File: src/hw/wiscPkg.sv
// Shared types for the core: opcode, ALU function and execute state enums
// plus the memory request, memory response and register write structs
`default_nettype none
package wiscPkg;

   // Primary opcodes live in instruction bits 15:11
   typedef enum logic [4:0] {
      HALT  = 5'b00000,
      NOP   = 5'b00001,
      J     = 5'b00100,   // PC relative, 11-bit displacement
      JR    = 5'b00101,   // Rs plus 8-bit immediate
      JAL   = 5'b00110,
      JALR  = 5'b00111,
      ADDI  = 5'b01000,
      BEQZ  = 5'b01100,
      BNEZ  = 5'b01101,
      BLTZ  = 5'b01110,
      BGEZ  = 5'b01111,
      ST    = 5'b10000,
      LD    = 5'b10001,
      LBI   = 5'b11000,
      RTYPE = 5'b11011    // Function in bits 1:0, Rd in bits 4:2
   } opcodeE;

   typedef enum logic [1:0] {
      ADD  = 2'b00,
      SUB  = 2'b01,   // Rt minus Rs as the ISA defines it
      XOR  = 2'b10,
      ANDN = 2'b11    // Rs and the inverse of Rt
   } aluFuncE;

   // Execute either accepts a new instruction or waits on memory
   typedef enum logic {
      ISSUE,
      MEMWAIT
   } exStateE;

   typedef struct packed {
      logic        strobe;   // Request is present this cycle
      logic        wrEn;
      logic [15:0] addr;     // Byte address with bit 0 ignored
      logic [15:0] wrData;
   } memReqT;

   typedef struct packed {
      logic        valid;    // One-cycle response pulse
      logic [15:0] data;
   } memRspT;

   typedef struct packed {
      logic        en;
      logic [2:0]  addr;
      logic [15:0] data;
   } regWriteT;

endpackage
`default_nettype wire

File: src/hw/fetch.sv
// Fetch unit with program counter, instruction request and one-entry instruction buffer
`timescale 1ns/1ps
`default_nettype none
module fetch #(
   parameter logic [15:0] resetPc = 16'h0000
) (
   input  wire                   clk,
   input  wire                   rst,
   output wiscPkg::memReqT       req,
   input  wire                   grant,
   input  wire wiscPkg::memRspT  rsp,
   input  wire                   consume,
   input  wire                   pcSel,
   input  wire [15:0]            target,
   input  wire                   halt,
   output logic [15:0]           instr,
   output logic [15:0]           instrPc,
   output logic                  instrValid
);

   logic [15:0] pc;
   logic [15:0] instrBuf;
   logic        bufValid;
   logic        pending;   // A granted read of ours is in flight
   logic        fill;

   // Responses with no read of ours outstanding are stale and dropped
   assign fill       = pending && rsp.valid;
   assign instrValid = bufValid || fill;   // The response is usable in its own cycle
   assign instr      = bufValid ? instrBuf : rsp.data;
   assign instrPc    = pc;   // PC only moves on consume so it still names the buffered word

   always_comb begin
      req        = '0;
      req.strobe = !bufValid && !pending && !halt;
      req.addr   = pc;
   end

   always_ff @(posedge clk) begin
      if (rst) begin
         pc       <= resetPc;
         bufValid <= 1'b0;
         pending  <= 1'b0;
      end else begin
         if (req.strobe && grant) pending <= 1'b1;
         else if (fill) pending <= 1'b0;
         if (consume) begin
            bufValid <= 1'b0;
            pc       <= pcSel ? target : pc + 16'd2;   // Redirect wins over sequential
         end else if (fill) begin
            bufValid <= 1'b1;
         end
      end
   end

   always_ff @(posedge clk) begin
      if (fill) instrBuf <= rsp.data;
   end

endmodule
`default_nettype wire

File: config.mk
export PLATFORM = sky130hd
export DESIGN_NAME = fetch
export DESIGN_NICKNAME = d
export VERILOG_FILES = /design/src/hw/wiscPkg.sv /design/src/hw/fetch.sv
export SDC_FILE = /design/constraint.sdc
export NUM_CORES = 1
export LEC_CHECK = 0
export ABC_AREA = 1
export BUFFER_PORTS_ARGS = -buffer_cell sky130_fd_sc_hd__buf_2
export CORE_ASPECT_RATIO = 0.7
export CORE_MARGIN = 2
export CORE_UTILIZATION = 34
export DETAILED_ROUTE_END_ITERATION = 10
export HOLD_SLACK_MARGIN = 0.02
export PLACE_DENSITY = 0.72
export SETUP_SLACK_MARGIN = 0.05
export SYNTH_ARGS = -nofsm -noshare
export SYNTH_HDL_FRONTEND = slang
export SYNTH_SLANG_ARGS = --single-unit
File: constraint.sdc
create_clock -name clk -period 1.22 [get_ports clk]
set_input_delay 0 -clock clk [delete_from_list [all_inputs] [get_ports clk]]
set_output_delay 0 -clock clk [all_outputs]
set_load 0.005 [all_outputs]
==> reports/summary.txt <==
slowest stage delay, CP - 0.38 ns
initial antenna violation count - 0
clk_lat worst skew - 0.28 ns
dpl cells - 439
sw power - 0.7463 mW
global-route wire length before repair - 8224 um
die height - 68.84 um
largest net degree at the start of global routing - 26
die width - 96.63 um
skew final - 0.003925 ns
Critical-path top delay cell - dfxtp_4
Pleak - 1.492 nW
worst slack, placed - -0.06057 ns
max-slew violations - 0
endpoints failing hold - 0
internal power - 2.353 mW
die area - 6652 sq um
Final Cell Area - 2995 sq um
most common cell after layout, fill and taps aside - nand2_1
Hold WC Path Type - in -> reg
root buf cell - clkbuf_8
Seq cells post-synth - 34
final setup vio count - 3
layout cells sized above 1 - 37.09%
cell count after synthesis - 281
switching part of the total - 24.08%
router iterations before antenna repair - 4
Clock Pin Slew Worst Setup and Hold Paths - 0.08 ns
minimum clock period - 1.267 ns
CORE AREA - 5756 sq um
via count - 2068
Worst Path Buf+Inv - 0
number of buffers created by CTS - 5
synthesized area - 2042 sq um
crit path launch type - flip-flop
Crit path arrival time - 1.44 ns
# nets final - 438
Synth cell types - 27
Power Density - 1035 nW/um^2
CTS Sinks - 34
Sequential Power Share - 41.9%
via/cell ratio - 4.363
VDD IR max - 0.7618 mV
most frequent cell on the critical path - nand2_1
Crit. End Element - flip-flop
FP Rows - 23
clk buf depth - 2
status - finished, violations left
Detail Placement HPWL - 3835 um
failing checks - setup timing
CTS HTree Levels - 2
Register Area - 864.6 sq um
port buffer count - 88
placed inst area - 2537 sq um
Layout Cells excl Fill - 474
YS warnings - 0
Max Clk Rate - 789.2 MHz
family with the most delay on the worst path - simple AND/OR/NAND/NOR gates
Setup WS post-layout - -0.04707 ns
Overall Power - 3.099 mW
wire length per cell - 11.44 um
CTS tree - yes
number of global-route vias before repair - 1774
crit share post-route - 103.9%
Starting DRT DRC Count - 60
Gate power share - 17.8%
critical path type - reg -> reg
Max Cap Violations - 0
Routability Congestion - 0.8368
Residual DRC - 0
Mean Syn Cell Area - 7.267 sq um
IO Count - 106
clock power share - 40.4%
Fillers - 549
final WL - 5424 um
gr ovfl total - 0
Starting Density - 35.48%
area grow syn2layout - 46.69%
RSZ-0062 raised after global routing - true
post-synthesis sequential area ratio - 41.18%
Setup TNS - -0.04911 ns
Antenna Cells - 0
CP max FO - 5
GRT Util Overall - 15.60%
crit path cell chain - ha_4 -> nand3_4 -> nor2_4 -> nand2_1 -> nand2_1 -> nand3_1 -> nand2_1 -> o21ai_1
Req. time, crit path - 1.39 ns
antenna viol nets, final - 0
Multi-input gate area - 955.9 sq um
commonest non-fill, non-tap cells in the layout - nand2_1 (102), buf_2 (88), nor2_1 (27)
kinds of logic after synthesis:
| logic type | count (synthesis) | share of synthesized area [%] |
|---|---|---|
| adder cells (fa/ha/maj) | 1 | 0.6126 |
| AND/OR/NAND/NOR | 166 | 34.13 |
| XOR/XNOR | 5 | 2.145 |
| other | 1 | 0.1836 |
| buffers and inverters | 59 | 17.71 |
| flip-flops | 34 | 41.18 |
| AO/OA/AOI/OAI | 15 | 4.044 |
per-stage QoR:
stage	util [%]	hold WS, ns
6_report	52.04	0.006022
5_1_grt	52.04	0.02044
4_1_cts	51.39	0.03425
3_5_place_dp	44.09	0.1941
3_3_place_gp	44.09	0.1939
2_1_floorplan	-	0.02431
sequential cells by signal, summed over array words and instances, names as in the netlist:
signal,count
instrPc,16
bufValid,1
instrBuf,16
pending,1
power by group through the flow:
stage / sequential [mW] / combinational (mW) / clock (mW)
4_1_cts: 1.30 / 0.543 / 1.28
5_1_grt: 1.31 / 0.618 / 1.33
6_report: 1.30 / 0.550 / 1.25
3_3_place_gp: 1.32 / 0.473 / 0
3_5_place_dp: 1.32 / 0.479 / 0
2_1_floorplan: 1.33 / 0.283 / 0
path summary, 6_finish.rpt:
kind                    from  slack, ns  cells past startpoint    endpoint
hold reg to reg      pending       0.51                      2     pending
hold / removal       consume      0.006                      3  instrPc[0]
setup / recovery  instrPc[2]      -0.05                      8  instrPc[9]
setup reg to reg  instrPc[2]      -0.05                      8  instrPc[9]
cells in the mapped netlist:
cell type	count	share of area, %
xnor2_1	2	0.86
nand4_1	6	1.8
nor2_4	2	1.1
nor2_1	30	5.5
nand2_2	1	0.31
nand3_1	17	4.2
edfxtp_1	16	24
nand2_1	105	19
o21ai_0	6	1.5
o21ai_1	3	0.74
a21oi_1	2	0.49
conb_1	1	0.18
ha_1	1	0.61
clkbuf_8	1	0.67
buf_2	2	0.49
dfxtp_1	18	18
xor2_1	3	1.3
o22ai_1	2	0.61
nor2_2	3	0.92
inv_1	16	2.9
clkbuf_1	2	0.37
o211ai_1	1	0.37
buf_4	34	12
inv_2	4	0.74
nor3_2	1	0.49
nand3_2	1	0.49
o21bai_1	1	0.37
final cells by class:
type	instances	share of cell area (%)
clock buffers	5	2.297
flip-flops and latches	34	28.86
clock inverters	3	2.297
multi-input cells	205	31.91
well taps	75	3.133
repair buffers	132	28.82
inverters	20	2.673
worst register-to-register path, stage by stage, from the launching register on:
cell	delay [ns]
dfxtp_4	0.38
ha_4	0.14
nand3_4	0.09
nor2_4	0.20
nand2_1	0.08
nand2_1	0.07
nand3_1	0.06
nand2_1	0.07
o21ai_1	0.06
routing by layer:
| layer | track usage [%] | up-vias | wire length [um] |
|---|---|---|---|
| met1 | 20.10 | 916 | 2467 |
| met4 | 4.401 | 0 | 36 |
| li1 | - | 1068 | - |
| met5 | 0 | - | 0 |
| met2 | 27.17 | 77 | 2547 |
| met3 | 3.327 | 7 | 373 |
what timing repair did:
action | in CTS | in global routing
cloned | 1 | 0
pin swaps | 3 | 7
hold buffers | 25 | 0
buffers inserted | 1 | 1
endpoints found under the hold margin | 22 | 0
resized for setup | 8 | 16
endpoints found under the setup margin | 27 | 18
(Power assumes the default switching activity.)
