$ cat src/hw/wiscPkg.sv
// Shared types for the core: opcode, ALU function and execute state enums
// plus the memory request, memory response and register write structs
`default_nettype none
package wiscPkg;

   // Primary opcodes live in instruction bits 15:11
   typedef enum logic [4:0] {
      HALT  = 5'b00000,
      NOP   = 5'b00001,
      J     = 5'b00100,   // PC relative, 11-bit displacement
      JR    = 5'b00101,   // Rs plus 8-bit immediate
      JAL   = 5'b00110,
      JALR  = 5'b00111,
      ADDI  = 5'b01000,
      BEQZ  = 5'b01100,
      BNEZ  = 5'b01101,
      BLTZ  = 5'b01110,
      BGEZ  = 5'b01111,
      ST    = 5'b10000,
      LD    = 5'b10001,
      LBI   = 5'b11000,
      RTYPE = 5'b11011    // Function in bits 1:0, Rd in bits 4:2
   } opcodeE;

   typedef enum logic [1:0] {
      ADD  = 2'b00,
      SUB  = 2'b01,   // Rt minus Rs as the ISA defines it
      XOR  = 2'b10,
      ANDN = 2'b11    // Rs and the inverse of Rt
   } aluFuncE;

   // Execute either accepts a new instruction or waits on memory
   typedef enum logic {
      ISSUE,
      MEMWAIT
   } exStateE;

   typedef struct packed {
      logic        strobe;   // Request is present this cycle
      logic        wrEn;
      logic [15:0] addr;     // Byte address with bit 0 ignored
      logic [15:0] wrData;
   } memReqT;

   typedef struct packed {
      logic        valid;    // One-cycle response pulse
      logic [15:0] data;
   } memRspT;

   typedef struct packed {
      logic        en;
      logic [2:0]  addr;
      logic [15:0] data;
   } regWriteT;

endpackage
`default_nettype wire

$ cat src/hw/regFile.sv
// Eight by 16-bit register file with two asynchronous read ports and one write port
`timescale 1ns/1ps
`default_nettype none
module regFile (
   input  wire                    clk,
   input  wire                    rst,
   input  wire [2:0]              rdAddrA,
   input  wire [2:0]              rdAddrB,
   output logic [15:0]            rdDataA,
   output logic [15:0]            rdDataB,
   input  wire wiscPkg::regWriteT wr
);

   logic [15:0] regs [8];

   // Reads see the old value during a write, the new one shows up next cycle
   assign rdDataA = regs[rdAddrA];
   assign rdDataB = regs[rdAddrB];

   always_ff @(posedge clk) begin
      if (rst) begin
         for (int i = 0; i < 8; i++) begin
            regs[i] <= 16'h0000;   // All registers start at zero
         end
      end else if (wr.en) begin
         regs[wr.addr] <= wr.data;
      end
   end

endmodule
`default_nettype wire

$ cat src/hw/decode.sv
// Decode stage with field extraction, immediate extension, register write select,
// branch and jump resolution around the register file
`timescale 1ns/1ps
`default_nettype none
module decode (
   input  wire                    clk,
   input  wire                    rst,
   input  wire [15:0]             instr,
   input  wire [15:0]             pc,
   input  wire                    issue,
   input  wire wiscPkg::regWriteT wb,
   output logic [15:0]            rsData,
   output logic [15:0]            rtData,
   output logic [15:0]            imm,
   output logic [15:0]            target,
   output logic                   pcSel,
   output wiscPkg::regWriteT      retire
);
   import wiscPkg::*;

   opcodeE      op;
   logic [15:0] pcPlus2;   // Link value and base of relative targets
   logic        rsZero;
   logic        rsNeg;
   logic        taken;

   assign op      = opcodeE'(instr[15:11]);
   assign pcPlus2 = pc + 16'd2;
   assign rsZero  = (rsData == 16'h0000);
   assign rsNeg   = rsData[15];   // Sign bit of Rs

   // Rs always sits in bits 10:8 and Rt in bits 7:5
   regFile regs (.clk(clk), .rst(rst), .rdAddrA(instr[10:8]), .rdAddrB(instr[7:5]),
                 .rdDataA(rsData), .rdDataB(rtData), .wr(retire));

   // Immediate width depends on the instruction format
   always_comb begin
      case (op)
         ADDI, LD, ST: imm = {{11{instr[4]}}, instr[4:0]};
         J, JAL:       imm = {{5{instr[10]}}, instr[10:0]};
         default:      imm = {{8{instr[7]}}, instr[7:0]};   // LBI, branches, JR, JALR
      endcase
   end

   always_comb begin
      case (op)
         BEQZ:                taken = rsZero;
         BNEZ:                taken = !rsZero;
         BLTZ:                taken = rsNeg;
         BGEZ:                taken = !rsNeg;
         J, JR, JAL, JALR:    taken = 1'b1;   // Jumps always redirect
         default:             taken = 1'b0;
      endcase
   end

   assign pcSel  = issue && taken;
   // Register jumps add to Rs, everything else is relative to the next PC
   assign target = (op == JR || op == JALR) ? rsData + imm : pcPlus2 + imm;

   // LBI and the linking jumps write here, the rest comes back from execute
   always_comb begin
      retire = wb;
      if (issue && op == LBI) begin
         retire.en   = 1'b1;
         retire.addr = instr[10:8];   // LBI targets Rs
         retire.data = imm;
      end else if (issue && (op == JAL || op == JALR)) begin
         retire.en   = 1'b1;
         retire.addr = 3'd7;
         retire.data = pcPlus2;   // Return address goes to R7
      end
   end

endmodule
`default_nettype wire

$ cat config.mk
export PLATFORM = sky130hd
export DESIGN_NAME = decode
export DESIGN_NICKNAME = d
export VERILOG_FILES = /design/src/hw/wiscPkg.sv /design/src/hw/regFile.sv /design/src/hw/decode.sv
export SDC_FILE = /design/constraint.sdc
export NUM_CORES = 1
export LEC_CHECK = 0
export BUFFER_PORTS_ARGS = -buffer_cell sky130_fd_sc_hd__buf_4
export CAP_MARGIN = 20
export CORE_UTILIZATION = 30
export DETAILED_ROUTE_END_ITERATION = 7
export SLEW_MARGIN = 5
export SYNTH_ARGS = -nofsm -noshare
export SYNTH_HDL_FRONTEND = slang
export SYNTH_HIERARCHICAL = 1
export SYNTH_SLANG_ARGS = --single-unit
$ cat constraint.sdc
create_clock -name clk -period 9.35 [get_ports clk]
set_input_delay 0.4675 -clock clk [delete_from_list [all_inputs] [get_ports clk]]
set_output_delay 0.4675 -clock clk [all_outputs]
set_load 0.01 [all_outputs]
==> impl_metrics.yaml <==
sta:
  period_minus_slack_ns: 4.753
  worst_slew_pin_slew_ns: 0.9658
  rsz0062_at_grt: "no"
  slew-limit-headroom_pct: 35.46
  fin_setup_tns_ns: 0
  fin_crit_sh_pct: 50.84
  fmax_mhz: 210.4
  finalHoldViolCount: 0
  setup_viol: 0
  setup_ws_ns: 4.597
  slew_violations: 0
power:
  powerDensity_nw_per_um2: 173.2
  power.leakage_nw: 3.885
  ir_worst_vdd_mv: 0.1293
worst_hold_path:
  min_path_type: "in -> reg"
  hold-path-cell-count: 2
critical_path:
  worstPathArrival_ns: 4.29
  startpoint_type: "input pin"
  cp-end-kind: "output port"
  critical_path_class: "in -> out"
  cp.required_ns: 8.88
  critPathMaxFanout: 34
clocking:
  root_buffer: "clkbuf_16"
  cts.repair.resized: 0
  clk_pin_slew_ns: 0.06
  cts_tree: "built"
  cts_made_buffers: 17
  clock-sinks: 128
  hold_buffers: 0
  clock_path_buffers: 2
  cts-htree-levels: 4
  post_cts_buffers: 0
layout:
  largest_registers: "regs/regs: 128 flops"
  syn_to_final_growth_pct: 22.15
  drive_above_1_share_pct: 29.49
  n_fill_cell: 2681
  nNetsFinal: 856
  regMostFlops: "regs/regs"
  n_antenna_cell: 0
  largest_register_ffs: 128
yosys:
  synth_area_per_cell_um2: 12.77
  ys_top_cells_by_area: "edfxtp_1 45%, mux4_1 19%, nor3_1 7.3%, mux2_2 4.4%, ha_1 2.3%"
  synth_edf_count: 128
  syn_inst: 676
  syn-cell-area_um2: 8631
  ys_warn_count: 6
  syn_nets: 748
  synth.largest_area_cell: "edfxtp_1"
  netlist-cell-type-count: 55
  synthArstFlopShare_pct: 0
  synth-seq-area-share_pct: 44.53
  synth_top_cell_area_share_pct: 44.53
  ys.flop_type: "edfxtp_1"
  synth_seq_cells: 128
route:
  vias: 6495
  via_per_inst: 5.528
  final_antenna_net_count: 0
  drc: 0
  dr.pass1.iters: 4
  drt_iter0_markers: 547
  wl_per_cell_um: 22.70
  wl_mm: 26.67
placed_design:
  port_buffers: 139
  place_hpwl_mm: 18.33
  routabilityCongestion: 0.9265
  post-place-ws_ns: 4.627
floorplan:
  fp.dieH_um: 171.6
  num_io_pins: 140
  dieArea_um2: 29450
  core_area_um2: 28010
  start_util_pct: 30.81
  rows: 61
  fp.dieW_um: 171.6
outcome:
  outcome: "completed"
global_route:
  grt_max_degree: 69
  grt_usage_pct: 18.06
  grt_pass1_wl_mm: 38.87
  grt.overflow.total: 0
  antenna_found_initial: 0
  grt_pass1_vias: 6344
flow_run:
  maxCapViolCount: 0
==> cell type report <==
cell class	instances	area (um2)	share of cell area, %
multi-input cells	464	4354	41.30
flip-flops and latches	128	3844	36.46
repair buffers	153	1164	11.04
well taps	378	473.0	4.486
clock buffers	17	425.4	4.035
clock inverters	15	207.7	1.970
inverters	20	75.07	0.7121
==> layer usage <==
metal | global-route usage, % | up-vias | share of wire, %
met1 | 22.49 | 3254 | 42
li1 | - | 2947 | -
met2 | 32.04 | 271 | 50
met5 | 0 | - | 0
met3 | 3.313 | 23 | 7.1
met4 | 4.503 | 0 | 1.4
==> placed cells by master (no fill, tap or decap), types with 10 or more instances in the layout <==
| master | n |
|---|---|
| a21o_1 | 10 |
| a21oi_1 | 21 |
| mux4_1 | 62 |
| xnor2_1 | 14 |
| nand2_1 | 21 |
| ha_1 | 16 |
| mux2_2 | 34 |
| edfxtp_1 | 128 |
| clkbuf_16 | 17 |
| nor3_1 | 126 |
| nor2_1 | 41 |
| clkinv_1 | 16 |
| xor2_1 | 14 |
| buf_4 | 151 |
==> cells by family after synthesis <==
family | synth area share [%]
adders and majority gates | 2.551
buffers and inverters | 5.103
muxes | 23.95
and+or+nand+nor | 13.74
xor gates and xnor gates | 2.841
DFF | 44.53
AOI/OAI and AO/OA | 7.277
==> power breakdown <==
part,leakage (nW),switching (W),internal (W),total (W)
combinational,2.35,0.000239,0.000199,0.000438
clock,0.309,0.000253,0.000450,0.000703
sequential,1.23,0.0000152,0.000670,0.000686
==> worst paths after layout <==
kind	endpoint	slack [ns]	startpoint
setup / recovery	target[12]	4.60	instr[8]
hold / removal	regs/regs[4][3]	0.55	rst
==> synthesized netlist by cell type (3+ instances only) <==
master    count
nand2_1      21
nor3_2        6
nor3_1      126
nor2b_1       3
xor2_1       14
o21a_1        5
a221o_1       9
clkinv_1     16
buf_6        11
inv_1         4
buf_1        10
xnor2_1      14
edfxtp_1    128
o21ai_0       7
o22a_1        3
a21oi_1      21
nand2b_1      3
nor4_1        5
buf_4        10
a21o_1       10
nor2_1       41
a211o_1       4
and4_1        3
nand3_1       9
clkbuf_1     29
mux4_1       62
ha_1         16
nand4_1       6
o221ai_1      3
o21bai_1      9
mux2_2       34
==> per-stage QoR <==
stage / util, % / instance area (um2) / total power [W] / std cells / hold slack [ns]
floorplan: - / 8631 / 0.0009466 / 676 / 0.9704
global placement: 35.27 / 9879 / 0.001129 / 1141 / 0.9541
detailed placement: 35.38 / 9910 / 0.001134 / 1143 / 0.9500
CTS: 37.64 / 10540 / 0.001834 / 1175 / 0.5298
global route: 37.64 / 10540 / 0.001892 / 1175 / 0.5741
finish: 37.64 / 10540 / 0.001826 / 1175 / 0.5476
==> worst max-delay path, stage by stage <==
cell and delay (ns):
buf_4 0.45, mux4_1 0.63, mux2_2 0.30, mux2_2 0.27, ha_1 0.21, fa_1 0.42
a211oi_1 0.23, nor2_1 0.13, o221ai_1 0.28, a21oi_1 0.16, o41ai_1 0.40, xnor2_1 0.17
buf_4 0.14
(Power assumes the default switching activity.)
