<file path="src/hw/wiscPkg.sv">
// Shared types for the core: opcode, ALU function and execute state enums
// plus the memory request, memory response and register write structs
`default_nettype none
package wiscPkg;

   // Primary opcodes live in instruction bits 15:11
   typedef enum logic [4:0] {
      HALT  = 5'b00000,
      NOP   = 5'b00001,
      J     = 5'b00100,   // PC relative, 11-bit displacement
      JR    = 5'b00101,   // Rs plus 8-bit immediate
      JAL   = 5'b00110,
      JALR  = 5'b00111,
      ADDI  = 5'b01000,
      BEQZ  = 5'b01100,
      BNEZ  = 5'b01101,
      BLTZ  = 5'b01110,
      BGEZ  = 5'b01111,
      ST    = 5'b10000,
      LD    = 5'b10001,
      LBI   = 5'b11000,
      RTYPE = 5'b11011    // Function in bits 1:0, Rd in bits 4:2
   } opcodeE;

   typedef enum logic [1:0] {
      ADD  = 2'b00,
      SUB  = 2'b01,   // Rt minus Rs as the ISA defines it
      XOR  = 2'b10,
      ANDN = 2'b11    // Rs and the inverse of Rt
   } aluFuncE;

   // Execute either accepts a new instruction or waits on memory
   typedef enum logic {
      ISSUE,
      MEMWAIT
   } exStateE;

   typedef struct packed {
      logic        strobe;   // Request is present this cycle
      logic        wrEn;
      logic [15:0] addr;     // Byte address with bit 0 ignored
      logic [15:0] wrData;
   } memReqT;

   typedef struct packed {
      logic        valid;    // One-cycle response pulse
      logic [15:0] data;
   } memRspT;

   typedef struct packed {
      logic        en;
      logic [2:0]  addr;
      logic [15:0] data;
   } regWriteT;

endpackage
`default_nettype wire

</file>
<file path="src/hw/memArbiter.sv">
// Fixed-priority memory arbiter with data over fetch and response steering
`timescale 1ns/1ps
`default_nettype none
module memArbiter (
   input  wire wiscPkg::memReqT instReq,
   input  wire wiscPkg::memReqT dataReq,
   output logic                 instGrant,
   output logic                 dataGrant,
   output wiscPkg::memReqT      memReq,
   input  wire wiscPkg::memRspT memRsp,
   output wiscPkg::memRspT      instRsp,
   output wiscPkg::memRspT      dataRsp,
   input  wire                  clk,
   input  wire                  rst
);

   logic rdPending;     // Read launched last cycle
   logic rdOwnerData;   // Owner of that read

   assign dataGrant = dataReq.strobe;                      // Data side always wins
   assign instGrant = instReq.strobe && !dataReq.strobe;
   assign memReq    = dataReq.strobe ? dataReq : instReq;

   always_ff @(posedge clk) begin
      if (rst) begin
         rdPending   <= 1'b0;
         rdOwnerData <= 1'b0;
      end else begin
         rdPending   <= memReq.strobe && !memReq.wrEn;
         rdOwnerData <= dataGrant;
      end
   end

   // Only the owner sees the pulse, data goes to both
   always_comb begin
      instRsp       = memRsp;
      dataRsp       = memRsp;
      instRsp.valid = memRsp.valid && rdPending && !rdOwnerData;
      dataRsp.valid = memRsp.valid && rdPending && rdOwnerData;
   end

endmodule
`default_nettype wire

</file>
<file path="config.mk">
export PLATFORM = sky130hd
export DESIGN_NAME = memArbiter
export DESIGN_NICKNAME = d
export VERILOG_FILES = /design/src/hw/wiscPkg.sv /design/src/hw/memArbiter.sv
export SDC_FILE = /design/constraint.sdc
export NUM_CORES = 1
export LEC_CHECK = 0
export ABC_AREA = 1
export ABC_CLOCK_PERIOD_IN_PS = 800
export BUFFER_PORTS_ARGS = -buffer_cell sky130_fd_sc_hd__buf_2
export CORE_AREA = 2 2 61 63
export CTS_BUF_LIST = sky130_fd_sc_hd__clkbuf_8 sky130_fd_sc_hd__clkbuf_16
export DETAILED_ROUTE_END_ITERATION = 12
export DIE_AREA = 0 0 63 65
export PLACE_DENSITY = 0.86
export SLEW_MARGIN = 25
export SYNTH_ARGS = -nofsm -noshare
export SYNTH_HDL_FRONTEND = slang
export SYNTH_SLANG_ARGS = --single-unit
</file>
<file path="constraint.sdc">
create_clock -name clk -period 0.8 [get_ports clk]
set_input_delay 0 -clock clk [delete_from_list [all_inputs] [get_ports clk]]
set_output_delay 0 -clock clk [all_outputs]
set_load 0.005 [all_outputs]
</file>
==> results.sh, run 1 <==
export IMPL_die_x_um=63
export IMPL_fin_crit_sh_pct=95.7
export IMPL_drt_pass1_iter_count=4
export IMPL_drc=0
export IMPL_cts_tree="yes"
export IMPL_first_global_vias=951
export IMPL_nFillCells=393
export IMPL_synth_area_um2=777
export IMPL_drtIter0Drc=9
export IMPL_p_per_area_mw_per_mm2=894
export IMPL_peakVddDrop_mv=0.566
export IMPL_viasPerCell=3.95
export IMPL_dieHeight_um=65
export IMPL_ant_nets=0
export IMPL_synth_cell_types=7
export IMPL_cp_start_kind="flop"
export IMPL_core_mm2=0.00350
export IMPL_total_power_mw=1.02
export IMPL_cts_buffers=3
export IMPL_rows=22
export IMPL_finalSetupViolations=0
export IMPL_min_period_ps=766
export IMPL_routed_wire_length_per_instance_um=8.36
export IMPL_final_nets=315
export IMPL_hold_violations=0
export IMPL_synth_edf_count=0
export IMPL_post_cts_buffers=0
export IMPL_ys_seq_area_share_pct=5.15
export IMPL_syn_inst=153
export IMPL_arrival_ps=770
export IMPL_endpoint_kind="output port"
export IMPL_post_dp_cell_area_mm2=0.00108
export IMPL_rsz0062_at_grt="yes"
export IMPL_cp_max_fo=2
export IMPL_p_leak_nw=0.811
export IMPL_whs_ps=0.00217
export IMPL_antenna_found_initial=0
export IMPL_ys_seq_elements=2
export IMPL_cap_violations=0
export IMPL_synth_top_area_cell="nand2_1"
export IMPL_slew_viol_final=0
export IMPL_synth_nets=240
export IMPL_areaGrowthSynthToFinish_pct=46.9
export IMPL_max_slew_margin_pct=85.0
export IMPL_clock_path_buffers=2
export IMPL_grt_first_pass_wirelength_um=3680
export IMPL_tightestPinTransition_ps=225
export IMPL_hold_class="input port to output port"
export IMPL_synth_main_ff_cell="dfxtp_1"
export IMPL_synthArstFlopShare_pct=0
export IMPL_status="finished, final reports clean"
export IMPL_grt_max_degree=36
export IMPL_synth_area_leaders="nand2_1 49%, buf_4 35%, buf_6 5.8%"
export IMPL_syn_area_per_cell_um2=5.08
export IMPL_start_util_pct=22.2
export IMPL_routed_wirelength_um=2290
export IMPL_grtUsageTotal_pct=10.8
export IMPL_worstSetupPathType="flop to output port"
export IMPL_final_area_mm2=0.00114
export IMPL_synth_top_area_share_pct=49.3
export IMPL_cts_sinks=2
export IMPL_clk_pin_slew_ps=30
export IMPL_clock_root_buffer="clkbuf_8"
export IMPL_overflow=0
export IMPL_dp_hpwl_um=1880
export IMPL_dieArea_mm2=0.00410
export IMPL_vias=1081
export IMPL_synth_warnings=0
export IMPL_io_pins=157
export IMPL_port_buffers=108
export IMPL_insertedDiodeCount=0
export IMPL_synth_common_cells="102 x nand2_1, 36 x buf_4, 5 x nor2_1, 4 x buf_6, 3 x inv_1"
export IMPL_place_gp_congestion=0.746
export IMPL_critical_path_required_ps=800
export IMPL_htree_levels=1
export IMPL_fmax_mhz=1310
export IMPL_drive_gt1_share_pct=51.8
export IMPL_synth_most_common_cell="nand2_1"
final timing paths:
| path | from | endpoint | slack, ps | cells past startpoint |
|---|---|---|---|---|
| setup / recovery | rdPending | dataRsp[16] | 30 | 3 |
| hold / removal | memRsp[13] | instRsp[13] | 0.002 | 0 |
worst max-delay path: stages, from the launching register on:
cell and delay, ps:
dfxtp_2 310, nand2_2 60, nor2_1 80, buf_2 110
cell usage in the layout, fill, tap and decap left out, drive strengths merged:
master / Yosys / layout
nand2: 102 / 102
dlygate4sd3: 0 / 1
buf: 40 / 109
clkbuf: 0 / 3
nor2: 5 / 5
inv: 4 / 4
dfxtp: 2 / 2
power breakdown:
| group | leakage (nW) | switching (mW) | internal, mW |
|---|---|---|---|
| clock network | 0.0216 | 0.0679 | 0.317 |
| registers | 0.0172 | 0.00346 | 0.108 |
| logic | 0.772 | 0.237 | 0.286 |
routing by layer:
metal	track usage, %	share of wire, %
met5	0	0
met4	5.28	2.0
met3	3.99	16
met2	21.5	49
met1	9.29	33
kinds of logic after synthesis:
| family | share of synthesized area, % |
|---|---|
| flops | 5.15 |
| simple gates | 51.7 |
| buf+inv | 43.2 |
sequential cells by signal, summed over array words and instances, names as in the netlist:
signal / flops
rdOwnerData: 1
rdPending: 1
layout make-up:
type,instances,area [um2],share of cell area (%)
Timing Repair Buffer,110,571,50.0
Multi-Input combinational cell,107,407,35.6
Tap cell,48,60.1,5.26
Sequential cell,2,42.5,3.73
Clock buffer,3,41.3,3.62
Inverter,4,20.0,1.75
metrics by stage:
| stage | setup TNS, ps | std cells | utilization (%) | setup WS [ps] |
|---|---|---|---|---|
| after floorplan | 0 | 153 | - | 334 |
| after global placement | 0 | 270 | 31.0 | 154 |
| after detailed placement | 0 | 270 | 31.0 | 136 |
| after CTS | 0 | 274 | 32.4 | 26.0 |
| after global routing | -26.6 | 274 | 32.6 | -22.0 |
| final | 0 | 274 | 32.6 | 34.1 |
what timing repair did:
item / CTS / global route
resized for setup: 0 / 4
setup endpoints to repair: 0 / 2
hold buffers: 1 / 0
endpoints found under the hold margin: 1 / 0
(Power assumes the default switching activity.)
==> inputs of run 2 (changes only) <==
Settings changed: ABC_CLOCK_PERIOD_IN_PS 800 to 900, CAP_MARGIN from default to 20, CORE_AREA 2 2 61 63 to 2 2 60 62, DIE_AREA 0 0 63 65 to 0 0 62 64, PLACE_DENSITY 0.86 to 0.88.
Clock period 0.8 ns to 0.9 ns, I/O delays scaled along.
==> results.sh, run 2 (synthesized netlist as in run 1, its figures left out) <==
export IMPL_start_util_pct=23.7
export IMPL_drive_gt1_share_pct=50.2
export IMPL_dieHeight_um=64
export IMPL_layoutNonFillerInstCount=273
export IMPL_min_period_ps=748
export IMPL_final_common_cell="buf_2"
export IMPL_first_global_vias=925
export IMPL_tightestPinTransition_ps=229
export IMPL_p_per_area_mw_per_mm2=802
export IMPL_clkPwrFrac_pct=38.1
export IMPL_routed_wirelength_um=2370
export IMPL_hold_class="input port to output port"
export IMPL_p_sw_mw=0.276
export IMPL_port_buffers=108
export IMPL_clk_pin_slew_ps=30
export IMPL_cpPeakStageDelay_ps=300
export IMPL_max_slew_margin_pct=84.7
export IMPL_cp_endpoint="instRsp[16]"
export IMPL_io_pins=157
export IMPL_critical_path_required_ps=900
export IMPL_slew_viol_final=0
export IMPL_hold_violations=0
export IMPL_core_mm2=0.00328
export IMPL_status="finished, final reports clean"
export IMPL_dp_cells=269
export IMPL_cp_slowest_cell="dfxtp_1"
export IMPL_routed_wire_length_per_instance_um=8.67
export IMPL_fmax_mhz=1340
export IMPL_cp_start_kind="flop"
export IMPL_peakVddDrop_mv=0.618
export IMPL_areaGrowthSynthToFinish_pct=44.9
export IMPL_pwr_share_comb_pct=51.2
export IMPL_startpoint="rdPending"
export IMPL_post_cts_buffers=0
export IMPL_rsz0062_at_grt="no"
export IMPL_final_util_pct=34.3
export IMPL_switching_share_pct=30.5
export IMPL_drtIter0Drc=7
export IMPL_arrival_ps=750
export IMPL_clock_path_buffers=2
export IMPL_clock_root_buffer="clkbuf_8"
export IMPL_grtUsageTotal_pct=11.5
export IMPL_endpoint_kind="output port"
export IMPL_insertedDiodeCount=0
export IMPL_intPower_mw=0.627
export IMPL_cts_tree="yes"
export IMPL_cts_buffers=3
export IMPL_cts_sinks=2
export IMPL_grt_max_degree=36
export IMPL_dp_hpwl_um=2030
export IMPL_nFillCells=365
export IMPL_vias=1069
export IMPL_rows=21
export IMPL_final_nets=316
export IMPL_post_cts_resized=0
export IMPL_viasPerCell=3.92
export IMPL_place_gp_congestion=0.792
export IMPL_fin_crit_sh_pct=83.1
export IMPL_overflow=0
export IMPL_dieArea_mm2=0.00397
export IMPL_p_leak_nw=0.812
export IMPL_drc=0
export IMPL_fin_setup_tns_ps=0
export IMPL_cp_max_fo=2
export IMPL_top_regs="rdOwnerData x1, rdPending x1"
export IMPL_die_x_um=62
export IMPL_path_cells="nand2_1 > nor2_1 > buf_2"
export IMPL_p_seq_share_pct=10.7
export IMPL_cap_violations=0
export IMPL_layout_common_cells="108 x buf_2, 102 x nand2_1, 5 x nor2_1, 3 x inv_1, 3 x clkbuf_8"
export IMPL_htree_levels=1
export IMPL_finalSetupViolations=0
export IMPL_drt_pass1_iter_count=4
export IMPL_worstSetupPathType="flop to output port"
export IMPL_ctsHoldBuffers=1
export IMPL_grt_first_pass_wirelength_um=3600
export IMPL_ant_nets=0
export IMPL_antenna_found_initial=0
==> run 2: how the worst min path moves through the flow <==
stage                   to  depth (start not counted)  startpoint  slack, ps
2_1_floorplan  rdOwnerData                          1         rst         70
3_3_place_gp   instRsp[15]                          0  memRsp[15]       0.05
3_5_place_dp   instRsp[15]                          0  memRsp[15]       0.05
4_1_cts        instRsp[15]                          0  memRsp[15]       0.05
5_1_grt        dataRsp[10]                          0  memRsp[10]       0.03
6_report       instRsp[10]                          0  memRsp[10]      0.002
==> run 2: final cells by class <==
class	count	area (um2)	area share (%)
inverter	4	20.0	1.78
sequential	2	40.0	3.56
timing repair buffer	111	566	50.2
multi-input combinational	107	402	35.7
tap	46	57.6	5.11
clock buffer	3	41.3	3.67
==> run 2: power groups by stage <==
stage | Combinational (mW) | Sequential, mW | Clock, mW
2_1_floorplan | 0.322 | 0.0973 | 0
3_3_place_gp | 0.457 | 0.0976 | 0
3_5_place_dp | 0.464 | 0.0979 | 0
4_1_cts | 0.469 | 0.0968 | 0.350
5_1_grt | 0.537 | 0.0975 | 0.366
6_report | 0.462 | 0.0967 | 0.343
==> run 2: layer usage <==
| layer | vias to the layer above | track usage [%] | routed length [um] |
|---|---|---|---|
| li1 | 564 | - | - |
| met1 | 419 | 9.60 | 795 |
| met2 | 80 | 23.8 | 1240 |
| met5 | - | 0 | 0 |
| met3 | 6 | 3.24 | 310 |
| met4 | 0 | 2.93 | 24 |
==> run 2: critical path: cells and delay by family, from the launching register on <==
kind	cells	cell delay [ps]
buffers and inverters	1	110
flip-flops	1	300
AND/OR/NAND/NOR	2	140
==> run 2: through the flow <==
| step | worst slack [ps] | hold WS, ps | power (mW) | instance area (um2) |
|---|---|---|---|---|
| finish | 152 | 0.00199 | 0.903 | 1130 |
| global route | 58.3 | 0.0269 | 1.00 | 1130 |
| global placement | 259 | 0.0517 | 0.555 | 1070 |
| CTS | 142 | 0.0517 | 0.916 | 1130 |
| floorplan | 434 | 72.4 | 0.419 | 777 |
| detailed placement | 233 | 0.0517 | 0.562 | 1070 |
