===== src/hw/wiscPkg.sv =====
// Shared types for the core: opcode, ALU function and execute state enums
// plus the memory request, memory response and register write structs
`default_nettype none
package wiscPkg;

   // Primary opcodes live in instruction bits 15:11
   typedef enum logic [4:0] {
      HALT  = 5'b00000,
      NOP   = 5'b00001,
      J     = 5'b00100,   // PC relative, 11-bit displacement
      JR    = 5'b00101,   // Rs plus 8-bit immediate
      JAL   = 5'b00110,
      JALR  = 5'b00111,
      ADDI  = 5'b01000,
      BEQZ  = 5'b01100,
      BNEZ  = 5'b01101,
      BLTZ  = 5'b01110,
      BGEZ  = 5'b01111,
      ST    = 5'b10000,
      LD    = 5'b10001,
      LBI   = 5'b11000,
      RTYPE = 5'b11011    // Function in bits 1:0, Rd in bits 4:2
   } opcodeE;

   typedef enum logic [1:0] {
      ADD  = 2'b00,
      SUB  = 2'b01,   // Rt minus Rs as the ISA defines it
      XOR  = 2'b10,
      ANDN = 2'b11    // Rs and the inverse of Rt
   } aluFuncE;

   // Execute either accepts a new instruction or waits on memory
   typedef enum logic {
      ISSUE,
      MEMWAIT
   } exStateE;

   typedef struct packed {
      logic        strobe;   // Request is present this cycle
      logic        wrEn;
      logic [15:0] addr;     // Byte address with bit 0 ignored
      logic [15:0] wrData;
   } memReqT;

   typedef struct packed {
      logic        valid;    // One-cycle response pulse
      logic [15:0] data;
   } memRspT;

   typedef struct packed {
      logic        en;
      logic [2:0]  addr;
      logic [15:0] data;
   } regWriteT;

endpackage
`default_nettype wire


===== src/hw/execute.sv =====
// Execute unit with issue control, ALU and the load and store FSM
`timescale 1ns/1ps
`default_nettype none
module execute (
   input  wire                  clk,
   input  wire                  rst,
   input  wire [15:0]           instr,
   input  wire                  instrValid,
   input  wire [15:0]           rsData,
   input  wire [15:0]           rtData,
   input  wire [15:0]           imm,
   output wiscPkg::memReqT      req,
   input  wire                  grant,
   input  wire wiscPkg::memRspT rsp,
   output logic                 consume,
   output wiscPkg::regWriteT    wb,
   output logic                 halted
);
   import wiscPkg::*;

   exStateE     state;
   opcodeE      op;
   aluFuncE     func;
   logic [15:0] aluOut;
   logic [15:0] memAddr;
   logic [15:0] memData;
   logic [2:0]  memDest;
   logic        isLoad;
   logic        sent;   // Request was granted, now waiting for load data

   assign op      = opcodeE'(instr[15:11]);
   assign func    = aluFuncE'(instr[1:0]);
   assign consume = (state == ISSUE) && instrValid && !halted;

   always_comb begin
      case (func)
         ADD:     aluOut = rsData + rtData;
         SUB:     aluOut = rtData - rsData;
         XOR:     aluOut = rsData ^ rtData;
         default: aluOut = rsData & ~rtData;
      endcase
      if (op == ADDI) aluOut = rsData + imm;
   end

   // ALU results retire on issue, load data retires on its response
   always_comb begin
      wb = '0;
      if (consume && (op == ADDI || op == RTYPE)) begin
         wb.en   = 1'b1;
         wb.addr = (op == ADDI) ? instr[7:5] : instr[4:2];
         wb.data = aluOut;
      end else if (state == MEMWAIT && sent && rsp.valid) begin
         wb.en   = 1'b1;
         wb.addr = memDest;
         wb.data = rsp.data;
      end
   end

   always_comb begin
      req.strobe = (state == MEMWAIT) && !sent;   // Held until the arbiter grants it
      req.wrEn   = !isLoad;
      req.addr   = memAddr;
      req.wrData = memData;
   end

   always_ff @(posedge clk) begin
      if (rst) begin
         state  <= ISSUE;
         sent   <= 1'b0;
         halted <= 1'b0;
      end else begin
         case (state)
            ISSUE: begin
               if (consume && (op == LD || op == ST)) state <= MEMWAIT;
               if (consume && op == HALT) halted <= 1'b1;
            end
            MEMWAIT: begin
               if (req.strobe && grant) sent <= 1'b1;
               // A store is done once granted, a load once its data is back
               if ((req.strobe && grant && !isLoad) || (sent && rsp.valid)) begin
                  state <= ISSUE;
                  sent  <= 1'b0;
               end
            end
            default: state <= ISSUE;
         endcase
      end
   end

   always_ff @(posedge clk) begin
      if (consume) begin
         memAddr <= rsData + imm;
         memData <= rtData;       // Store data comes from the Rt field
         memDest <= instr[7:5];
         isLoad  <= (op == LD);
      end
   end

endmodule
`default_nettype wire


===== config.mk =====
export PLATFORM = sky130hd
export DESIGN_NAME = execute
export DESIGN_NICKNAME = d
export VERILOG_FILES = /design/src/hw/wiscPkg.sv /design/src/hw/execute.sv
export SDC_FILE = /design/constraint.sdc
export NUM_CORES = 1
export LEC_CHECK = 0
export BUFFER_PORTS_ARGS = -buffer_cell sky130_fd_sc_hd__buf_2
export CAP_MARGIN = 10
export CORE_UTILIZATION = 40
export DETAILED_ROUTE_END_ITERATION = 16
export GPL_ROUTABILITY_DRIVEN = 0
export HOLD_SLACK_MARGIN = 0.06
export PLACE_DENSITY = 0.66
export SLEW_MARGIN = 20
export SYNTH_ARGS = -nofsm -noshare
export SYNTH_HDL_FRONTEND = slang
export SYNTH_SLANG_ARGS = --single-unit

===== constraint.sdc =====
create_clock -name clk -period 6.6 [get_ports clk]
set_input_delay 0.33 -clock clk [delete_from_list [all_inputs] [get_ports clk]]
set_output_delay 0.33 -clock clk [all_outputs]
set_load 0.02 [all_outputs]

==> flow_summary_export.csv, run 1 <==
group,metric,value,unit
synth,ys_top_cells_by_area,"edfxtp_1 (27%), ha_1 (15%), xnor2_1 (7.1%)",
sta,slew_headroom,40.6,%
final_layout,layout_commonest_cell,"buf_2",
global_routing,first_global_vias,3718,
final_layout,syn2layout_area_growth,22.7,%
setup_path,cp-end-kind,"output pin",
route,wirelength,11800,um
synth,synth_flop_cell,"edfxtp_1",
clock_network,clock_sinks,39,
setup_path,crit_type,"in -> out",
status,status,"finished clean",
sta,fmax,233,MHz
route,post_drt_wl_per_cell,16.4,um
power_and_ir_drop,power_leakage,2.25,nW
final_layout,fillers,907,
clock_network,cts-root-buf,"clkbuf_8",
global_routing,grt_max_degree,40,
synth,synth_seq_cells,39,
floorplan,die_height,102,um
final_layout,final_cell_area,4860,um2
synth,synth_top_area_share,27.3,%
sta,hold_viol,0,
sta,tightest_slew,891,ps
clock_network,ctsResizeCount,0,
floorplan,pin_count,141,
final_layout,num-nets-final,721,
placement,dpl_worst_slack,2320,ps
route,vias_per_cell,5.47,
setup_path,critPathMaxFanout,32,
clock_network,clkTransAtPathRegs,80,ps
floorplan,core-area,9420,um2
clock_network,cts_tree,"done",
global_routing,use_met3,2.97,%
setup_path,worst_ep_arrival_time,3960,ps
synth,async_flop_share,0,%
global_routing,grt_use_total,22.8,%
global_routing,grt_remaining_overflow,0,
clock_network,cts-hold-fix-buffers,0,
sta,fin_worst_skew,4.83,ps
clock_network,numCtsBuffers,5,
sta,setup_violations,0,
floorplan,row_count,35,
route,antenna_left,0,
placement,place_area,4750,um2
synth,ys_types,62,
setup_path,required,6270,ps
placement,port_buffers,137,
sta,slew_viol_final,0,
synth,synth_cells,458,
floorplan,die_x,102,um
final_layout,multi_input_area,2630,um2
synth,synth_largest_area_cell,"edfxtp_1",
sta,fin_crit_sh,65.0,%
setup_path,startpoint_type,"input pin",
final_layout,drive_above_1_share,26.7,%
sta,hold_ws,216,ps
job,drv_cap,0,
clock_network,h-tree-depth,2,
hold_path,min_path_type,"in -> reg",
final_layout,fin_cells,718,
route,drc_errors,0,
global_routing,gr-usage-met2,39.8,%
synth,yosys_warnings,0,
route,vias,3925,
placement,dp_cells,710,
route,first_iter_violations,180,
clock_network,clk_path_buf_depth,2,
sta,finalSetupTns,0,ps
clock_network,insertion_delay,300,ps
synth,syn_area,3960,um2
synth,avgSynthCellArea,8.65,um2
synth,synthesis.nets,591,
route,drt_pass1_iterations,5,
sta,setup_slack,2310,ps
global_routing,grt_pass1_wl,18000,um
global_routing,antenna_found_initial,0,
global_routing,grt_busiest_layer,"met2",
placement,dp.final_hpwl,9240,um
sta,min_period,4290,ps
synth,synth-seq-area-share,28.8,%
synth,synth_edf_count,36,
global_routing,grt_use_met1,29.6,%
final_layout,n_antenna_cell,0,
final_layout,register_area,1140,um2
sta,rsz0062_at_grt,"false",
floorplan,start_util,42.1,%
power_and_ir_drop,ir_worst_vdd,0.0921,mV
floorplan,die_area,10300,um2
final_layout,final_cell_mix,"buf_2 (137), ha_1 (46), nand2_1 (44)",
clock_network,post_cts_buffers,0,
power_and_ir_drop,power_density,180,nW/um2
cells in the mapped netlist, types with 3 or more instances:
master     number
o31a_1          4
xor2_1          5
o21ai_1        17
mux2i_1         5
and3_1          5
nor3_1         12
inv_1          31
o21a_1         10
a31oi_1         6
o21ai_0        14
o2111ai_1       6
xnor2_1        32
o211a_1         3
nand2b_1        3
dfxtp_1         3
clkbuf_1        9
edfxtp_1       36
o211ai_1       11
nor2b_1         6
nor2_1         40
a22oi_1         4
a211oi_1        5
a21oi_1        36
a21o_1         12
nand3_1         5
ha_1           46
nand2_1        44
cells by family after synthesis:
| group | after synthesis | synth area share (%) |
|---|---|---|
| xor+xnor | 37 | 8.18 |
| simple gates | 136 | 16.9 |
| fa+ha+maj | 48 | 15.5 |
| mux | 6 | 1.55 |
| buf+inv | 47 | 4.96 |
| compound gates | 145 | 24.1 |
| flops | 39 | 28.8 |
layout make-up:
class	count	share of cell area (%)
multi-input combinational	372	54.1
sequential	39	23.5
timing repair buffer	138	14.3
tap	129	3.32
inverter	32	2.47
clock buffer	6	1.70
clock inverter	2	0.720
routing by layer:
layer,wire [um],vias up
met3,663,15
met1,5470,1831
met4,193,0
met5,0,-
li1,-,1950
met2,5460,129
critical path, stage by stage:
cell and delay [ps]:
buf_2 430, nor2b_2 630, nor2_1 120, xnor2_1 150
ha_1 340, nor2b_1 170, o31a_1 270, or3_1 390
a221oi_1 330, o21ai_1 140, mux2i_1 170, a221o_1 310
buf_2 160
where the power goes:
| part | switching, mW | leakage [nW] | total [mW] | internal [mW] |
|---|---|---|---|---|
| clock | 0.0971 | 0.0612 | 0.220 | 0.123 |
| combinational | 0.209 | 1.82 | 0.351 | 0.141 |
| sequential | 0.00525 | 0.376 | 0.304 | 0.298 |
final timing paths:
kind                          endpoint  depth (start not counted)  slack (ps)                start
hold reg to reg    halted$_SDFFE_PP0P_                          2         580  halted$_SDFFE_PP0P_
setup / recovery                wb[14]                         13        2310             instr[0]
hold / removal    memData[0]$_DFFE_PP_                          1         220            rtData[0]
setup reg to reg  memData[1]$_DFFE_PP_                          2        5220     state$_SDFF_PP0_
registers in the layout, indices dropped and copies added, names as in the netlist:
| name | flops |
|---|---|
| halted | 1 |
| sent | 1 |
| memData | 16 |
| memAddr | 16 |
| state | 1 |
| isLoad | 1 |
| memDest | 3 |
per-stage QoR:
| stage | util, % | power, mW |
|---|---|---|
| floorplan | - | 0.550 |
| global placement | 50.4 | 0.645 |
| detailed placement | 50.4 | 0.655 |
| CTS | 51.7 | 0.878 |
| global route | 51.7 | 0.924 |
| finish | 51.7 | 0.874 |
No activity file was read; power rests on OpenSTA's default activity.
==> run 2, diff against run 1 <==
==> constraint.sdc (replaced) <==
create_clock -name clk -period 4.14 [get_ports clk]
set_input_delay 0.207 -clock clk [delete_from_list [all_inputs] [get_ports clk]]
set_output_delay 0.207 -clock clk [all_outputs]
set_load 0.02 [all_outputs]
==> flow_summary_export.csv, run 2 (synthesized netlist as in run 1, its figures left out) <==
group,metric,value,unit
status,status,"finished clean",
final_layout,syn2layout_area_growth,24.0,%
sta,rsz0062_at_grt,"false",
setup_path,cp-end-kind,"output pin",
placement,port_buffers,137,
global_routing,first_global_vias,3569,
hold_path,min_path_cells,2,
power_and_ir_drop,power_density,292,nW/um2
global_routing,antenna_found_initial,0,
clock_network,clk_path_buf_depth,2,
setup_path,critPathMaxFanout,6,
final_layout,fin_cells,722,
clock_network,ctsResizeCount,0,
clock_network,insertion_delay,290,ps
route,antenna_left,0,
route,drc_errors,0,
route,first_iter_violations,185,
route,vias_per_cell,5.46,
setup_path,startpoint_type,"input pin",
power_and_ir_drop,power_leakage,2.28,nW
hold_path,min_path_type,"in -> reg",
sta,fmax,274,MHz
setup_path,required,3930,ps
floorplan,row_count,35,
route,drt_pass1_iterations,4,
final_layout,drive_above_1_share,27.0,%
clock_network,numCtsBuffers,5,
clock_network,h-tree-depth,2,
sta,fin_crit_sh,88.2,%
setup_path,path_cells,"buf_2 > nor3_1 > and3b_2 > nor2_1 > xnor2_1 > ha_1 > a21o_1 > a31o_1 > a21o_1 > a221oi_1 > o21ai_1 > mux2i_1 > a221o_1 > buf_2",
power_and_ir_drop,finalPower,1.43,mW
sta,finalSetupTns,0,ps
clock_network,cts-hold-fix-buffers,0,
final_layout,fin_util,52.2,%
global_routing,grt_use_total,22.3,%
sta,hold_viol,0,
setup_path,max_stage_delay,380,ps
global_routing,grt_pass1_wl,17800,um
global_routing,grt_remaining_overflow,0,
placement,dp_cells,714,
sta,slew_viol_final,0,
route,vias,3939,
final_layout,final_cell_mix,"buf_2 (137), ha_1 (46), nand2_1 (44)",
floorplan,die_x,102,um
final_layout,n_antenna_cell,0,
sta,slew_headroom,49.8,%
final_layout,largestRegisters,"memAddr (16), memData (16), memDest (3)",
placement,dp.final_hpwl,9160,um
clock_network,post_cts_buffers,0,
sta,min_period,3650,ps
setup_path,critPathSlowestCell,"nor3_1",
final_layout,num-nets-final,725,
route,post_drt_wl_per_cell,16.0,um
floorplan,die_area,10300,um2
clock_network,cts-root-buf,"clkbuf_8",
clock_network,clock_sinks,39,
final_layout,layout_commonest_cell,"buf_2",
sta,setup_violations,0,
setup_path,crit_type,"in -> out",
floorplan,die_height,102,um
global_routing,grt_max_degree,39,
setup_path,worst_ep_arrival_time,3440,ps
floorplan,start_util,42.1,%
job,drv_cap,0,
setup_path,reg2reg_depth,2,
power_and_ir_drop,ir_worst_vdd,0.137,mV
sta,tightest_slew,752,ps
route,wirelength,11600,um
floorplan,pin_count,141,
floorplan,core-area,9420,um2
clock_network,cts_tree,"done",
clock_network,clkTransAtPathRegs,90,ps
sta,fin_worst_skew,4.07,ps
run 2: changes by cell type in the layout (fill, tap and decap cells not counted):
cell	change
nor3b_2	-1
clkbuf_8	-1
buf_4	+4
bufinv_16	+1
clkbuf_1	+1
nor3b_4	+1
clkinv_2	-1
run 2: power breakdown:
| part | leakage [nW] | switching [mW] | internal [mW] |
|---|---|---|---|
| clock | 0.0654 | 0.151 | 0.241 |
| combinational | 1.84 | 0.330 | 0.227 |
| sequential | 0.376 | 0.00877 | 0.476 |
run 2: worst paths after layout:
check	start	to	slack [ps]
max	rsData[2]	wb[14]	490
max reg2reg	halted$_SDFFE_PP0P_	memData[8]$_DFFE_PP_	2710
min reg2reg	sent$_SDFFE_PP0P_	sent$_SDFFE_PP0P_	580
min	rst	sent$_SDFFE_PP0P_	90
run 2: per-layer routing:
| layer | GRT usage, % | part of all wire (%) | vias up |
|---|---|---|---|
| li1 | - | - | 1967 |
| met1 | 30.5 | 47 | 1822 |
| met4 | 4.01 | 0.80 | 0 |
| met5 | 0 | 0 | - |
| met2 | 37.3 | 46 | 141 |
| met3 | 3.66 | 6.2 | 9 |
run 2: cell type report:
type | instances | area [um2]
Clock buffer | 6 | 72.6
Fill cell | 935 | 4500
Timing Repair Buffer | 142 | 723
Inverter | 32 | 120
Clock inverter | 2 | 60.1
Multi-Input combinational cell | 372 | 2640
Tap cell | 129 | 161
Sequential cell | 39 | 1140
run 2: through the flow:
stage,instance area (um2),worst slack (ps),hold WS [ps]
3_3_place_gp,4780,570,400
2_1_floorplan,3970,420,279
6_report,4910,490,90.3
3_5_place_dp,4780,552,403
5_1_grt,4910,297,92.6
4_1_cts,4910,545,82.9
run 2: worst max-delay path: cells and delay by family:
kind                       cells  cell delay, ps
AOI/OAI and AO/OA              6            1450
and+or+nand+nor                3             770
xor gates and xnor gates       1             150
buffers and inverters          2             320
muxes                          1             160
adders and majority gates      1             380
==> run 3, diff against run 2 <==
--- a/config.mk
+++ b/config.mk
@@ -7,11 +7,13 @@
 export LEC_CHECK = 0
 export BUFFER_PORTS_ARGS = -buffer_cell sky130_fd_sc_hd__buf_2
 export CAP_MARGIN = 10
-export CORE_UTILIZATION = 40
+export CELL_PAD_IN_SITES_DETAIL_PLACEMENT = 1
+export CELL_PAD_IN_SITES_GLOBAL_PLACEMENT = 2
+export CORE_UTILIZATION = 29
 export DETAILED_ROUTE_END_ITERATION = 16
 export GPL_ROUTABILITY_DRIVEN = 0
 export HOLD_SLACK_MARGIN = 0.06
-export PLACE_DENSITY = 0.66
+export PLACE_DENSITY_LB_ADDON = 0.1
 export SLEW_MARGIN = 20
 export SYNTH_ARGS = -nofsm -noshare
 export SYNTH_HDL_FRONTEND = slang
==> flow_summary_export.csv, run 3 (synthesized netlist as in run 1, its figures left out) <==
group,metric,value,unit
floorplan,die_area,14100,um2
clock_network,clk_path_buf_depth,2,
setup_path,required,3930,ps
floorplan,start_util,29.8,%
setup_path,crit_type,"in -> out",
sta,fmax,277,MHz
sta,fin_crit_sh,87.3,%
sta,min_period,3610,ps
final_layout,n_antenna_cell,0,
clock_network,clkTransAtPathRegs,70,ps
route,first_iter_violations,124,
global_routing,grt_max_degree,39,
power_and_ir_drop,finalPower,1.52,mW
sta,hold_viol,0,
final_layout,syn2layout_area_growth,27.1,%
route,vias,3900,
clock_network,numCtsBuffers,5,
power_and_ir_drop,power_density,303,nW/um2
clock_network,cts-root-buf,"clkbuf_16",
route,wirelength,14100,um
final_layout,largestRegisters,"memAddr (16), memData (16), memDest (3)",
sta,slew_viol_final,0,
power_and_ir_drop,power_leakage,2.31,nW
route,drc_errors,0,
floorplan,pin_count,141,
global_routing,grt_remaining_overflow,0,
setup_path,cpMostUsedCell,"a21oi_1",
setup_path,max_stage_delay,380,ps
final_layout,num-nets-final,729,
final_layout,drive_above_1_share,27.5,%
sta,hold_ws,97.3,ps
setup_path,worst_ep_arrival_time,3410,ps
clock_network,h-tree-depth,2,
placement,dp.final_hpwl,11000,um
setup_path,critPathSlowestCell,"ha_1",
floorplan,die_x,119,um
global_routing,grt_pass1_wl,21600,um
route,drt_pass1_iterations,4,
route,vias_per_cell,5.05,
sta,slew_headroom,50.7,%
job,drv_cap,0,
final_layout,final_cell_mix,"buf_2 (137), ha_1 (46), nand2_1 (44)",
clock_network,ctsResizeCount,0,
clock_network,clock_sinks,39,
route,antenna_left,0,
sta,setup_violations,0,
hold_path,min_path_type,"in -> reg",
sta,rsz0062_at_grt,"false",
floorplan,die_height,119,um
clock_network,cts_tree,"done",
global_routing,antenna_found_initial,0,
floorplan,core-area,13300,um2
floorplan,row_count,42,
status,status,"finished clean",
sta,tightest_slew,737,ps
setup_path,startpoint_type,"input pin",
clock_network,post_cts_buffers,0,
power_and_ir_drop,ir_worst_vdd,0.128,mV
placement,port_buffers,137,
global_routing,first_global_vias,3982,
setup_path,critPathMaxFanout,7,
sta,finalSetupTns,0,ps
global_routing,grt_use_total,20.1,%
sta,fin_worst_skew,8.24,ps
setup_path,cp-end-kind,"output pin",
clock_network,cts-hold-fix-buffers,0,
final_layout,layout_commonest_cell,"buf_2",
clock_network,insertion_delay,300,ps
setup_path,path_cells,"buf_2 > inv_1 > ha_1 > nand3b_1 > nor2_1 > a21oi_1 > xnor2_1 > ha_1 > a21o_1 > a21oi_1 > a21oi_1 > nor4_2 > xnor2_1 > o211a_1 > a221o_1 > buf_2",
route,post_drt_wl_per_cell,18.3,um
run 3: report_power, final:
part	internal (mW)	switching [mW]
logic	0.231	0.352
clock network	0.282	0.176
registers	0.476	0.00869
run 3: routing by layer:
metal / vias to the layer above / wire length [um] / global-route usage, %
met5: - / 0 / 0
met4: 0 / 154 / 4.27
met3: 9 / 696 / 4.55
met2: 94 / 6340 / 32.5
met1: 1834 / 6950 / 27.2
li1: 1963 / - / -
run 3: stage by stage:
stage                     utilization, %  area, um2  setup WS (ps)  instances
after floorplan                        -       3970            420        458
after global placement              36.6       4870            543        765
after detailed placement            36.6       4870            498        765
after CTS                           37.9       5030            484        773
after global routing                37.9       5030            271        773
final                               37.9       5030            527        773
run 3: critical path: cells and delay by family:
kind	cells	cell delay, ps
simple gates	3	720
buf+inv	3	410
compound gates	6	1220
xor+xnor	2	270
fa+ha+maj	2	580
run 3: layout make-up:
class,count,area [um2]
Clock inverter,3,38.8
Timing Repair Buffer,146,753
Sequential cell,39,1140
Clock buffer,5,125
Inverter,32,120
Tap cell,176,220
Multi-Input combinational cell,372,2640
Fill cell,1628,8260
run 3: final timing paths:
path                     start                    to  slack, ps  depth (start not counted)
max                  rsData[1]                wb[15]        530                         16
min                   instr[6]  memDest[1]$_DFFE_PP_        100                          1
max reg2reg   state$_SDFF_PP0_  memData[1]$_DFFE_PP_       2690                          2
min reg2reg  sent$_SDFFE_PP0P_     sent$_SDFFE_PP0P_        560                          2
